### src/rtl/ltx_defs.svh
/* ltx link sizes
   lane width and word FIFO depth shared by package and RTL */

`ifndef LTX_DEFS_SVH
`define LTX_DEFS_SVH

// ####################
// lane
// ####################

`define LTX_N 16            // lane width in bits, a word is twice this

// ####################
// buffering
// ####################

`define LTX_FIFO_DEPTH 4    // word FIFO entries, keep a power of two

`endif

### src/rtl/ltx_pkg.sv
/* ltx link types
   word, lane half, output mode and intake handshake phases */

`include "ltx_defs.svh"

package ltx_pkg;

   // one packet word from the core
   typedef logic [2*`LTX_N-1:0] ltx_word_t;

   // one half of a word as it appears on the lane
   typedef logic [`LTX_N-1:0] ltx_lane_t;

   // lane signalling
   typedef enum logic {
      ltx_sdr,              // halves on consecutive cycles
      ltx_ddr               // both halves within one cycle
   } ltx_mode_t;

   // four-phase req/ack phases on the core side
   typedef enum logic [1:0] {
      st_idle,              // waiting for req, or for FIFO space
      st_ack,               // ack high, waiting for req to drop
      st_release            // ack dropped, one cycle before next req
   } ltx_intake_state_t;

endpackage

### src/rtl/ltx_fifo.sv
/* ltx word FIFO
   register array between intake and IO block, push and take in one cycle */

`timescale 1ns/1ns

`include "ltx_defs.svh"

module ltx_fifo
   import ltx_pkg::*;
(
   input  logic      io_clk,
   input  logic      io_nreset,

   // write side
   input  logic      push,
   input  ltx_word_t push_word,
   output logic      full,

   // read side
   output logic      head_valid,    // head_word holds the oldest word
   output ltx_word_t head_word,
   input  logic      take           // pop the head
);

   localparam int DEPTH = `LTX_FIFO_DEPTH;
   localparam int AW    = $clog2(DEPTH);

   ltx_word_t   mem [DEPTH];        // payload, no reset needed
   logic [AW-1:0] wr_ptr;
   logic [AW-1:0] rd_ptr;
   logic [AW:0]   count;            // 0..DEPTH
   logic          do_push;
   logic          do_take;

   // guard against misuse at the edges
   assign do_push = push && !full;
   assign do_take = take && head_valid;

   // ####################
   // storage
   // ####################

   always_ff @(posedge io_clk) begin
      if (do_push)
         mem[wr_ptr] <= push_word;
   end

   assign head_word = mem[rd_ptr];  // valid only with head_valid

   // ####################
   // pointers and count
   // ####################

   // pointers wrap by overflow, depth is a power of two
   always_ff @(posedge io_clk or negedge io_nreset) begin
      if (!io_nreset) begin
         wr_ptr <= '0;
         rd_ptr <= '0;
         count  <= '0;
      end else begin
         if (do_push)
            wr_ptr <= wr_ptr + 1'b1;
         if (do_take)
            rd_ptr <= rd_ptr + 1'b1;
         case ({do_push, do_take})
            2'b10:   count <= count + 1'b1;
            2'b01:   count <= count - 1'b1;
            default: count <= count;        // none, or both at once
         endcase
      end
   end

   // flags straight from the count flops
   assign full       = (count == DEPTH[AW:0]);
   assign head_valid = (count != '0);

endmodule

### src/rtl/ltx_intake.sv
/* ltx intake
   four-phase req/ack receiver, pushes one word per handshake into the FIFO */

`timescale 1ns/1ns

module ltx_intake
   import ltx_pkg::*;
(
   input  logic      io_clk,
   input  logic      io_nreset,

   // core side
   input  logic      core_req,      // word offered, packet stable
   input  ltx_word_t core_packet,
   output logic      core_ack,

   // FIFO side
   output logic      push,          // write strobe
   output ltx_word_t push_word,
   input  logic      full           // no space, hold off the ack
);

   ltx_intake_state_t state;
   ltx_intake_state_t state_nxt;
   logic              accept;       // req seen with room in FIFO

   // ####################
   // handshake FSM
   // ####################

   // word taken only from idle, and only with space
   assign accept = (state == st_idle) && core_req && !full;

   always_comb begin
      state_nxt = state;
      case (state)
         st_idle: begin
            if (accept)
               state_nxt = st_ack;        // ack rises next cycle
         end
         st_ack: begin
            if (!core_req)
               state_nxt = st_release;    // core let go, drop ack
         end
         st_release: begin
            state_nxt = st_idle;          // ack is low now, rearm
         end
         default: begin
            state_nxt = st_idle;
         end
      endcase
   end

   always_ff @(posedge io_clk or negedge io_nreset) begin
      if (!io_nreset)
         state <= st_idle;
      else
         state <= state_nxt;
   end

   // ####################
   // outputs
   // ####################

   // ack is a decode of the state flops, so glitch free
   assign core_ack = (state == st_ack);

   // push lands in the FIFO on the same edge that raises ack
   // packet is held stable by the core while req is high
   assign push      = accept;
   assign push_word = core_packet;

   // full only stalls in idle
   // once acked the word is already in the FIFO

endmodule

### src/rtl/ltx_top.sv
/* ltx transmit top
   core intake, word FIFO and lane IO block of the chip-to-chip link */

`timescale 1ns/1ns

module ltx_top
   import ltx_pkg::*;
(
   input  logic      io_clk,
   input  logic      io_nreset,      // async, active low

   // config, static per test
   input  ltx_mode_t mode,
   input  logic      lsbfirst,

   // core side
   input  logic      core_req,
   input  ltx_word_t core_packet,
   output logic      core_ack,

   // lane side
   output ltx_lane_t tx_packet,
   output logic      tx_access,
   input  logic      tx_wait
);

   // intake to FIFO
   logic      push;
   ltx_word_t push_word;
   logic      full;

   // FIFO to IO block
   logic      head_valid;
   ltx_word_t head_word;
   logic      take;

   ltx_intake ltx_intake_i (
      .io_clk      (io_clk),
      .io_nreset   (io_nreset),
      .core_req    (core_req),
      .core_packet (core_packet),
      .core_ack    (core_ack),
      .push        (push),
      .push_word   (push_word),
      .full        (full)
   );

   ltx_fifo ltx_fifo_i (
      .io_clk     (io_clk),
      .io_nreset  (io_nreset),
      .push       (push),
      .push_word  (push_word),
      .full       (full),
      .head_valid (head_valid),
      .head_word  (head_word),
      .take       (take)
   );

   ltx_tx_io ltx_tx_io_i (
      .io_clk     (io_clk),
      .io_nreset  (io_nreset),
      .mode       (mode),
      .lsbfirst   (lsbfirst),
      .head_valid (head_valid),
      .head_word  (head_word),
      .take       (take),
      .tx_packet  (tx_packet),
      .tx_access  (tx_access),
      .tx_wait    (tx_wait)
   );

endmodule

### src/rtl/ltx_tx_io.sv
/* ltx transmit IO
   orders word halves by lsbfirst and drives them on the lane as SDR or DDR */

`timescale 1ns/1ns

`include "ltx_defs.svh"

module ltx_tx_io
   import ltx_pkg::*;
(
   input  logic      io_clk,
   input  logic      io_nreset,

   // static config
   input  ltx_mode_t mode,
   input  logic      lsbfirst,      // low half goes out first

   // FIFO side
   input  logic      head_valid,
   input  ltx_word_t head_word,
   output logic      take,          // one cycle, loads and pops the head

   // lane side
   output ltx_lane_t tx_packet,
   output logic      tx_access,
   input  logic      tx_wait        // partner hold-off
);

   localparam int N = `LTX_N;

   ltx_lane_t first_half;           // head word, reordered
   ltx_lane_t second_half;
   ltx_lane_t rise_q;               // posedge lane register
   ltx_lane_t second_q;             // second half held past the pop
   ltx_lane_t fall_q;               // negedge lane register, DDR only
   logic      sdr_pending;          // SDR second half still owed
   logic      access_q;

   // ####################
   // half selector
   // ####################

   assign first_half  = lsbfirst ? head_word[N-1:0]   : head_word[2*N-1:N];
   assign second_half = lsbfirst ? head_word[2*N-1:N] : head_word[N-1:0];

   // no load while the SDR pair is split across cycles
   assign take = head_valid && !tx_wait && !sdr_pending;

   // ####################
   // SDR sequencer
   // ####################

   always_ff @(posedge io_clk or negedge io_nreset) begin
      if (!io_nreset) begin
         sdr_pending <= 1'b0;
         access_q    <= 1'b0;
      end else begin
         sdr_pending <= take && (mode == ltx_sdr);  // cleared after one cycle
         access_q    <= take || sdr_pending;        // 1 cycle DDR, 2 cycles SDR
      end
   end

   // rising edge data, first half on load, second half on the next cycle
   // in DDR this is the high phase half
   always_ff @(posedge io_clk) begin
      if (take) begin
         rise_q   <= first_half;
         second_q <= second_half;
      end else if (sdr_pending) begin
         rise_q   <= second_q;
      end
   end

   // ####################
   // DDR output stage
   // ####################

   // low phase half, captured mid cycle from the held copy
   always_ff @(negedge io_clk) begin
      fall_q <= second_q;
   end

   // clock phase mux stands in for the output DDR cell
   always_comb begin
      if (mode == ltx_ddr)
         tx_packet = io_clk ? rise_q : fall_q;
      else
         tx_packet = rise_q;
   end

   assign tx_access = access_q;

endmodule

### config.mk
export PLATFORM = sky130hd
export DESIGN_NAME = ltx_top
export DESIGN_NICKNAME = d
export VERILOG_FILES = /design/src/rtl/ltx_pkg.sv /design/src/rtl/ltx_fifo.sv /design/src/rtl/ltx_intake.sv /design/src/rtl/ltx_top.sv /design/src/rtl/ltx_tx_io.sv
export VERILOG_INCLUDE_DIRS = /design/src /design/src/rtl
export SDC_FILE = /design/constraint.sdc
export NUM_CORES = 1
export LEC_CHECK = 0
export ABC_AREA = 1
export ABC_CLOCK_PERIOD_IN_PS = 4300
export BUFFER_PORTS_ARGS = -buffer_cell sky130_fd_sc_hd__buf_2
export CELL_PAD_IN_SITES_DETAIL_PLACEMENT = 0
export CELL_PAD_IN_SITES_GLOBAL_PLACEMENT = 1
export CORE_MARGIN = 2
export CORE_UTILIZATION = 52
export DETAILED_ROUTE_END_ITERATION = 8
export PLACE_DENSITY = 0.88
export SYNTH_ARGS = -nofsm -noshare
export SYNTH_HDL_FRONTEND = slang
export SYNTH_SLANG_ARGS = --single-unit
### constraint.sdc
create_clock -name io_clk -period 4.3 [get_ports io_clk]
set_clock_uncertainty 0.05 [all_clocks]
set_input_delay 0.215 -clock io_clk [delete_from_list [all_inputs] [get_ports io_clk]]
set_output_delay 0.215 -clock io_clk [all_outputs]
set_load 0.05 [all_outputs]
==> results of run 1 <==
## per-layer routing
layer | up-vias | track usage, % | wire length (um)
met5 | - | 0 | 0
met4 | 0 | 14.8 | 476
met3 | 36 | 9.19 | 1410
met2 | 180 | 31.9 | 7410
met1 | 2347 | 26.8 | 6580
li1 | 2392 | - | -
## stage by stage
| step | std cells | hold slack, ns | utilization [%] | setup slack (ns) | area, um^2 |
|---|---|---|---|---|---|
| 2_1_floorplan | 626 | -0.131 | - | 0.902 | 7520 |
| 3_3_place_gp | 836 | 0.0405 | 56.3 | 0.896 | 7870 |
| 3_5_place_dp | 836 | 0.0444 | 56.3 | 0.896 | 7870 |
| 4_1_cts | 933 | 0.0474 | 65.9 | 0.0976 | 9220 |
| 5_1_grt | 933 | 0.0775 | 65.9 | 0.0792 | 9220 |
| 6_report | 933 | 0.0797 | 65.9 | 0.133 | 9220 |
## state kept, by name, summed over array words and instances, names as in the netlist, 2 cells and up
signal	count
ltx_tx_io_i.rise_q	16
ltx_tx_io_i.fall_q	16
ltx_fifo_i.rd_ptr	2
ltx_fifo_i.count	3
ltx_intake_i.state	2
ltx_tx_io_i.second_q	16
ltx_fifo_i.mem	128
ltx_fifo_i.wr_ptr	2
## worst max path at each step
stage	to	slack [ns]	cells after the start
2_1_floorplan	tx_packet[10]	0.90	4
3_3_place_gp	tx_packet[0]	0.90	4
3_5_place_dp	tx_packet[0]	0.90	4
4_1_cts	tx_packet[3]	0.1	12
5_1_grt	tx_packet[2]	0.08	12
6_report	tx_packet[2]	0.13	12
## power breakdown
| group | switching [mW] | internal, mW | leakage, nW |
|---|---|---|---|
| Clock | 1.24 | 1.48 | 0.665 |
| Sequential | 0.122 | 2.47 | 1.74 |
| Combinational | 1.15 | 0.451 | 1.36 |
| Total | 2.52 | 4.41 | 3.77 |
## critical path, delay by kind of cell
kind / cells / cell delay (ns)
buf+inv: 10 / 1.38
mux: 1 / 0.29
simple gates: 1 / 0.07
## kinds of logic after synthesis
family	share of synthesized area, %
XOR/XNOR	0.466
AO/OA/AOI/OAI	0.333
AND/OR/NAND/NOR	20.1
multiplexers	2.40
adder cells (fa/ha/maj)	1.10
buffers and inverters	3.83
flip-flops	71.8
## timing repair
action | in CTS | in global routing
hold buffers | 40 | 0
hold endpoints to repair | 148 | 0
buffers inserted | 1 | 0
endpoints found under the setup margin | 16 | 0
gates resized for setup | 11 | 0
## cells in the final DEF (no fill, tap or decap), types with 2 or more instances in the layout
master	n
inv_1	32
clkinv_4	3
buf_2	44
edfxtp_1	160
o21ai_0	3
mux2_2	16
bufinv_16	2
nor2_2	4
nand2_1	214
clkinv_2	2
a21oi_1	2
dlygate4sd3_1	40
nand3_1	133
clkbuf_16	29
xor2_1	3
inv_2	4
nor2_1	4
buf_4	19
dfxtp_1	16
dfrtp_1	10
ha_1	5
## cell type report
cell class | count | area [um^2]
timing repair buffer | 86 | 648
tap | 180 | 225
inverter | 18 | 67.6
clock buffer | 47 | 855
fill | 1033 | 4770
sequential | 187 | 5400
multi-input combinational | 388 | 1840
clock inverter | 27 | 180
==> run metrics, run 1 <==
Pleak between 3 and 4 nW; CP required 4.03 ns; hpwl dp 8860 um; routed len/inst around 17 um; most frequent cell after synthesis nand2_1; later-pin clock latency in the skew report 0.80 ns; final hold vios 0; power density over the cells 751 nW/um^2; Yosys top cell area share 63.9%; Site Rows 43; post-synthesis register bit count roughly 190; synth unique cells 22; Crit Path Class clock port to output pin; Max-Cap Viols 0; crit path cell chain clkbuf_16 -> clkbuf_16 -> clkbuf_16 -> clkbuf_16 -> clkbuf_16 -> clkbuf_16 -> inv_1 -> nand2_2 -> clkbuf_16 -> clkbuf_16 -> mux2_2 -> buf_4; Die Wd approximately 120 um; ratio of cells with drive above 1 in the final layout 17.0%; first-pass GRT wire length 25400 um; Ys Warns 0; Worst path max stage delay 0.29 ns; die height 124 um; dominant cells by area after synthesis edfxtp_1 64%, nand2_1 11%, nand3_1 8.9%, dfxtp_1 4.3%, dfrtp_1 3.7%; # IOs 56; mapped cell area 7520 um^2; die area 15400 um^2; core area 14000 um^2; drt drc 0; Synth-to-Final Area Change 22.6%; vias in the first global route around 5100; Post-Syn Instances 626; most frequent cells after synthesis 214 x nand2_1, 160 x edfxtp_1, 133 x nand3_1, 16 x dfxtp_1, 16 x mux2_2; initial antenna violation count 0; Worst R2R Path Depth 0; Design Power 6.92 mW; worst min path class input port to flip-flop; peak supply drop a little under 0.4 mV; Mean Syn Cell Area ~12 um^2; routed wire length 15900 um; Worst Setup End Kind output pin; Final TNS setup 0 ns; NumNets Final 783; crit path DAT 3.90 ns; hold_sp core_req; Async S/R FF share, synth a little under 6%; Worst R2R Start ltx_tx_io_i.second_q[3]; clk slew on worst S/H paths 0.07 ns; syn nets between 600 and 700; slowest cell on the critical path mux2_2; hold depth 3; drt first pass iters 5; routability cong. 0.799; critical-path maximum fanout 14; Rel. slew slack 23.8%; CP startpoint kind clock port; remaining antenna violation count 0; Yosys top cell by area edfxtp_1; post-synthesis sequential area ratio a little under three quarters; setup violators final 0; Vias/cell 5.31; n_diodes 0; Reg-to-Reg End ltx_tx_io_i.fall_q[3]; remaining global-route overflow 0; hold path endpoint ltx_intake_i.state[1]; Slew Viols, Final 0; largest net degree at the start of global routing 67; number of port buffers 55; Worst-Margin Slew about 1.1 ns; Post-synth EDFFs 160; most frequent CP cell clkbuf_16; GR Util All Layers roughly 22%; Critical path origin io_clk; via count of the routed design 4955; DRT iter0 DRCs 539; reg-to-reg slack, setup approximately 1.1 ns; main flop type after synthesis edfxtp_1; status complete, no violations; RSZ-0062 raised after global routing false; clock tree from TritonCTS done; initial core utilization a little over half
Note: power is estimated with default switching activity, not from simulation.
==> inputs of run 2 (changes only) <==
- ABC_CLOCK_PERIOD_IN_PS: 4300 -> 3800
- CORE_UTILIZATION: 52 -> 44
- PLACE_DENSITY: 0.88 -> 0.8
- clock period: 4.3 -> 3.8 ns (I/O delays scaled with it)
==> run 2 against run 1 <==
Critical endpoint is now tx_packet[11]. Sequential power is 13% higher. Clock power increased by 11%. Cell area rose by 0.15%. Sequential cell count unchanged. Non-clock buffer count fell by 1. Sequential share of layout area down 0.087 points. Die area rose by 18%.
==> run metrics, run 2 (same netlist as run 1, synthesis figures left out) <==
Worst R2R Start ltx_tx_io_i.second_q[3] (unchanged); GR Util All Layers 19.2% (was 22.0%); Die Wd 135 um (was 124 um); Max-Cap Viols 0 (unchanged); fill cell count 1399 (was 1033); worst min path class input port to flip-flop (unchanged); most frequent CP cell clkbuf_16 (unchanged); Most flops, register ltx_fifo_i.mem (unchanged); Worst-Margin Slew 1.15 ns (was 1.14 ns); Worst R2R Path Depth 0 (unchanged); clk slew on worst S/H paths 0.07 ns (about the same); slowest cell on the critical path mux2_4 (was mux2_2); clock tree from TritonCTS done (unchanged); status complete, no violations (unchanged); Synth-to-Final Area Change 22.8% (was 22.6%); DRT iter0 DRCs 460 (was 539); Slew Viols, Final 0 (unchanged); Post-DP Area 7920 um^2 (was 7870 um^2); post-route cell area 9230 um^2 (was 9220 um^2); drt first pass iters 5 (unchanged); Design Power 7.76 mW (was 6.92 mW); vias in the first global route 5264 (was 5105); core area 16600 um^2 (was 14000 um^2); Crit Path Class clock port to output pin (unchanged); register area 5400 um^2 (unchanged); # IOs 56 (unchanged); CP required 3.56 ns (was 4.03 ns); hold_sp core_req (unchanged); ratio of cells with drive above 1 in the final layout 17.2% (was 17.0%); routability cong. 0.757 (was 0.799); critical-path maximum fanout 15 (was 14); via count of the routed design 5024 (was 4955); Pleak 3.75 nW (was 3.77 nW); hold path endpoint ltx_intake_i.state[1] (unchanged); Rel. slew slack 23.3% (was 23.8%); peak supply drop 0.583 mV (was 0.395 mV); remaining antenna violation count 0 (unchanged); Worst path max stage delay 0.31 ns (was 0.29 ns); initial antenna violation count 0 (unchanged); largest net degree at the start of global routing 67 (unchanged); Critical path origin io_clk (unchanged); Reg-to-Reg End ltx_tx_io_i.fall_q[3] (unchanged); drt drc 0 (unchanged); Vias/cell 5.17 (was 5.31); crit path cell chain clkbuf_16 -> clkbuf_16 -> clkbuf_16 -> clkbuf_16 -> clkbuf_16 -> clkbuf_16 -> inv_2 -> nand2_4 -> clkbuf_16 -> mux2_4 -> buf_8 (was clkbuf_16 -> clkbuf_16 -> clkbuf_16 -> clkbuf_16 -> clkbuf_16 -> clkbuf_16 -> inv_1 -> nand2_2 -> clkbuf_16 -> clkbuf_16 -> mux2_2 -> buf_4); routed wire length 16000 um (was 15900 um); crit path DAT 3.48 ns (was 3.90 ns); initial core utilization 45.2% (was 53.8%); remaining global-route overflow 0 (unchanged); die area 18200 um^2 (was 15400 um^2); CP startpoint kind clock port (unchanged); reg-to-reg slack, setup 0.87 ns (was 1.09 ns); die height 135 um (was 124 um); most frequent cells in the layout 214 x nand2_1, 160 x edfxtp_1, 133 x nand3_1, 39 x dlygate4sd3_1, 39 x buf_2 (was 214 x nand2_1, 160 x edfxtp_1, 133 x nand3_1, 44 x buf_2, 40 x dlygate4sd3_1); n_diodes 0 (unchanged); NumNets Final 781 (was 783); Final TNS setup 0 ns (unchanged); final hold vios 0 (unchanged); first-pass GRT wire length 25700 um (was 25400 um); later-pin clock latency in the skew report 0.79 ns (was 0.80 ns); area of the multi-input gates 1850 um^2 (was 1840 um^2); Worst Setup End Kind output pin (unchanged); RSZ-0062 raised after global routing false (unchanged); power density over the cells 841 nW/um^2 (was 751 nW/um^2); hold depth 3 (unchanged); setup violators final 0 (unchanged); Largest register FFs 128 (unchanged); hpwl dp 9300 um (was 8860 um); number of port buffers 55 (unchanged); Site Rows 47 (was 43); routed len/inst 16.4 um (was 17.0 um); commonest non-fill, non-tap cell in the layout nand2_1 (unchanged)
==> run 2: changes by cell type in the layout (fill, tap and decap cells not counted), sizes merged <==
cell         change
inv              +4
clkbuf           -3
bufinv           -1
clkinv           -1
dlygate4sd3      -1
==> run 2: repair_timing <==
| action | 4_1_cts | 5_1_grt |
|---|---|---|
| setup endpoints to repair | 16 | 16 |
| hold buffers | 39 | 0 |
| pin swaps | 1 | 0 |
| buffers inserted | 1 | 0 |
| hold endpoints to repair | 147 | 0 |
| resized for setup | 23 | 3 |
==> run 2: how the worst max path moves through the flow <==
stage / end / slack, ns / depth (start not counted)
global route: tx_packet[11] / 0.03 / 11
CTS: tx_packet[11] / 0.01 / 11
finish: tx_packet[11] / 0.08 / 11
floorplan: tx_packet[10] / 0.68 / 4
global placement: tx_packet[0] / 0.67 / 4
detailed placement: tx_packet[0] / 0.67 / 4
==> run 2: routing by layer <==
layer | vias up | track usage [%] | wire length (um)
li1 | 2389 | - | -
met2 | 177 | 30.8 | 7740
met1 | 2426 | 23.6 | 6790
met3 | 32 | 5.18 | 1100
met4 | 0 | 10.8 | 320
met5 | - | 0 | 0
==> run 2: power by group <==
part           total, mW  internal [mW]  switching [mW]  leakage (nW)
Clock               3.01           1.58            1.42         0.647
Combinational       1.83          0.507            1.32          1.36
Sequential          2.93           2.80           0.129          1.74
Total               7.76           4.89            2.88          3.75
==> run 2: through the flow <==
| stage | std cells | utilization, % | worst slack [ns] | hold WS (ns) |
|---|---|---|---|---|
| after floorplan | 626 | - | 0.677 | -0.156 |
| after global placement | 876 | 47.6 | 0.671 | 0.0187 |
| after detailed placement | 876 | 47.6 | 0.671 | 0.0265 |
| after CTS | 971 | 55.4 | 0.0106 | 0.0425 |
| after global routing | 971 | 55.5 | 0.0281 | 0.0945 |
| final | 971 | 55.5 | 0.0826 | 0.0778 |
==> run 2: final cells by class <==
| class | instances | share of cell area, % |
|---|---|---|
| Multi-Input combinational cell | 388 | 20.1 |
| Clock inverter | 29 | 1.96 |
| Inverter | 18 | 0.732 |
| Sequential cell | 187 | 58.5 |
| Clock buffer | 44 | 8.86 |
| Timing Repair Buffer | 85 | 6.91 |
| Tap cell | 220 | 2.98 |
==> run 2: worst max-delay path, delay by kind of cell <==
kind	cells	cell delay (ns)
buffers and inverters	9	1.19
multiplexers	1	0.31
AND/OR/NAND/NOR	1	0.07
==> inputs of run 3 (changes only) <==
- CORE_ASPECT_RATIO: not set -> 0.7
==> run 3 against run 2 <==
The run now ends with hold timing left. Cell count increased by 0.31%. Non-clock buffer count fell by 5. Combinational power hardly changed. Worst setup slack got worse by 0.00062 ns. Cell area down 0.72%. Via count is 0.82% higher. Utilization is 0.065 points lower. Largest cell class unchanged.
==> run metrics, run 3 (same netlist as run 1, synthesis figures left out) <==
status finished, violations left (was complete, no violations); failing checks hold timing; initial core utilization 45.5% (was 45.2%); setup violators final 0 (unchanged); Die Wd 160 um (was 135 um); dpl cells 882 (was 876); number of port buffers 55 (unchanged); core area 16500 um^2 (was 16600 um^2); Synth-to-Final Area Change 21.9% (was 22.8%); Final TNS setup 0 ns (unchanged); crit path DAT 3.48 ns (about the same); final hold vios 1 (was 0); die height 113 um (was 135 um); Worst-Margin Slew 1.24 ns (was 1.15 ns); ratio of cells with drive above 1 in the final layout 17.2% (about the same); CP startpoint kind clock port (unchanged); drt drc 0 (unchanged); via count of the routed design 5065 (was 5024); largest net degree at the start of global routing 67 (unchanged); remaining global-route overflow 0 (unchanged); peak supply drop 0.533 mV (was 0.583 mV); die area 18200 um^2 (about the same); hpwl dp 9480 um (was 9300 um); Vias/cell 5.20 (was 5.17); Rel. slew slack 17.4% (was 23.3%); NumNets Final 779 (was 781); later-pin clock latency in the skew report 0.49 ns (was 0.79 ns); clk slew on worst S/H paths 0.13 ns (was 0.07 ns); Most flops, register ltx_fifo_i.mem (unchanged); Site Rows 39 (was 47); CP required 3.56 ns (about the same); initial antenna violation count 1 (was 0); GR Util All Layers 19.4% (was 19.2%); post-route core utilization 55.4% (was 55.5%); first-pass GRT wire length 26300 um (was 25700 um); Crit Path Class clock port to output pin (unchanged); routed len/inst 17.0 um (was 16.4 um); worst min path class input port to flip-flop (unchanged); routability cong. 0.739 (was 0.757); # IOs 56 (unchanged); vias in the first global route 5005 (was 5264); Max-Cap Viols 0 (unchanged); routed wire length 16600 um (was 16000 um); RSZ-0062 raised after global routing false (unchanged); remaining antenna violation count 0 (unchanged); clock tree from TritonCTS done (unchanged); non-filler cells, final 974 (was 971); drt first pass iters 5 (unchanged); Pleak 3.72 nW (was 3.75 nW); Largest register FFs 128 (unchanged); commonest non-fill, non-tap cell in the layout nand2_1 (unchanged); power density over the cells 850 nW/um^2 (was 841 nW/um^2); WHS -0.00161 ns (was 0.0778 ns); critical-path maximum fanout 8 (was 15); DRT iter0 DRCs 560 (was 460); most frequent cells in the layout 214 x nand2_1, 160 x edfxtp_1, 133 x nand3_1, 40 x buf_2, 33 x dlygate4sd3_1 (was 214 x nand2_1, 160 x edfxtp_1, 133 x nand3_1, 39 x dlygate4sd3_1, 39 x buf_2); Slew Viols, Final 0 (unchanged); Worst Setup End Kind output pin (unchanged)
## run 3: cell types whose count changed in the layout (fill, tap and decap cells not counted), sizes merged
cell         change
buf              +3
clkbuf           -1
bufinv           +1
dlygate4sd3      -6
clkinv           +1
inv              -1
diode            +1
## run 3: final cells by class
class / instances / area [um^2]
clock inverter: 30 / 208
fill: 1376 / 7370
inverter: 18 / 67.6
multi-input combinational: 388 / 1850
tap: 225 / 282
clock buffer: 45 / 774
sequential: 187 / 5400
timing repair buffer: 80 / 586
antenna: 1 / 2.50
## run 3: path summary, 6_finish.rpt
| path | from | endpoint | slack, ns | depth (start not counted) |
|---|---|---|---|---|
| worst min-delay path | mode | ltx_tx_io_i.sdr_pending | -0.002 | 2 |
| worst min register to register | ltx_tx_io_i.second_q[1] | ltx_tx_io_i.rise_q[1] | 0.17 | 2 |
| worst max-delay path | io_clk | tx_packet[3] | 0.08 | 11 |
| worst max register to register | ltx_tx_io_i.second_q[3] | ltx_tx_io_i.fall_q[3] | 1.31 | 0 |
| min in group asynchronous | io_nreset | ltx_fifo_i.wr_ptr[1] | 0.19 | 2 |
| max in group asynchronous | io_nreset | ltx_fifo_i.rd_ptr[0] | 3.23 | 2 |
## run 3: what timing repair did
action | in CTS | in global routing
gates resized for setup | 14 | 17
pin swaps | 0 | 1
setup endpoints to repair | 16 | 16
endpoints found under the hold margin | 134 | 4
buffers inserted | 0 | 3
cloned | 1 | 0
hold buffers | 32 | 1
## run 3: report_power, final
group          internal, mW  switching, mW  total, mW
sequential             2.80          0.129       2.92
clock                  1.55           1.45       3.01
combinational         0.500           1.36       1.86
total                  4.85           2.94       7.79
## run 3: layer usage
metal	routed length (um)	track usage [%]	vias up
li1	-	-	2389
met1	7680	28.3	2439
met2	7210	29.1	210
met3	1440	4.58	27
met4	247	6.07	0
met5	0	0	-
## run 3: critical path: stages
cell	delay (ns)
clkbuf_16	0.13
clkbuf_16	0.13
clkbuf_16	0.13
clkbuf_16	0.13
clkbuf_16	0.13
inv_1	0.06
nand2_2	0.08
clkbuf_16	0.15
clkbuf_16	0.16
mux2_2	0.30
buf_6	0.16
## run 3: through the flow
step	area, um^2	total power, mW	worst slack (ns)
final	9170	7.79	0.0820
after global routing	9170	8.25	0.0271
after CTS	9090	7.69	0.00723
after detailed placement	7930	5.50	0.671
after global placement	7930	5.43	0.671
after floorplan	7520	4.94	0.677
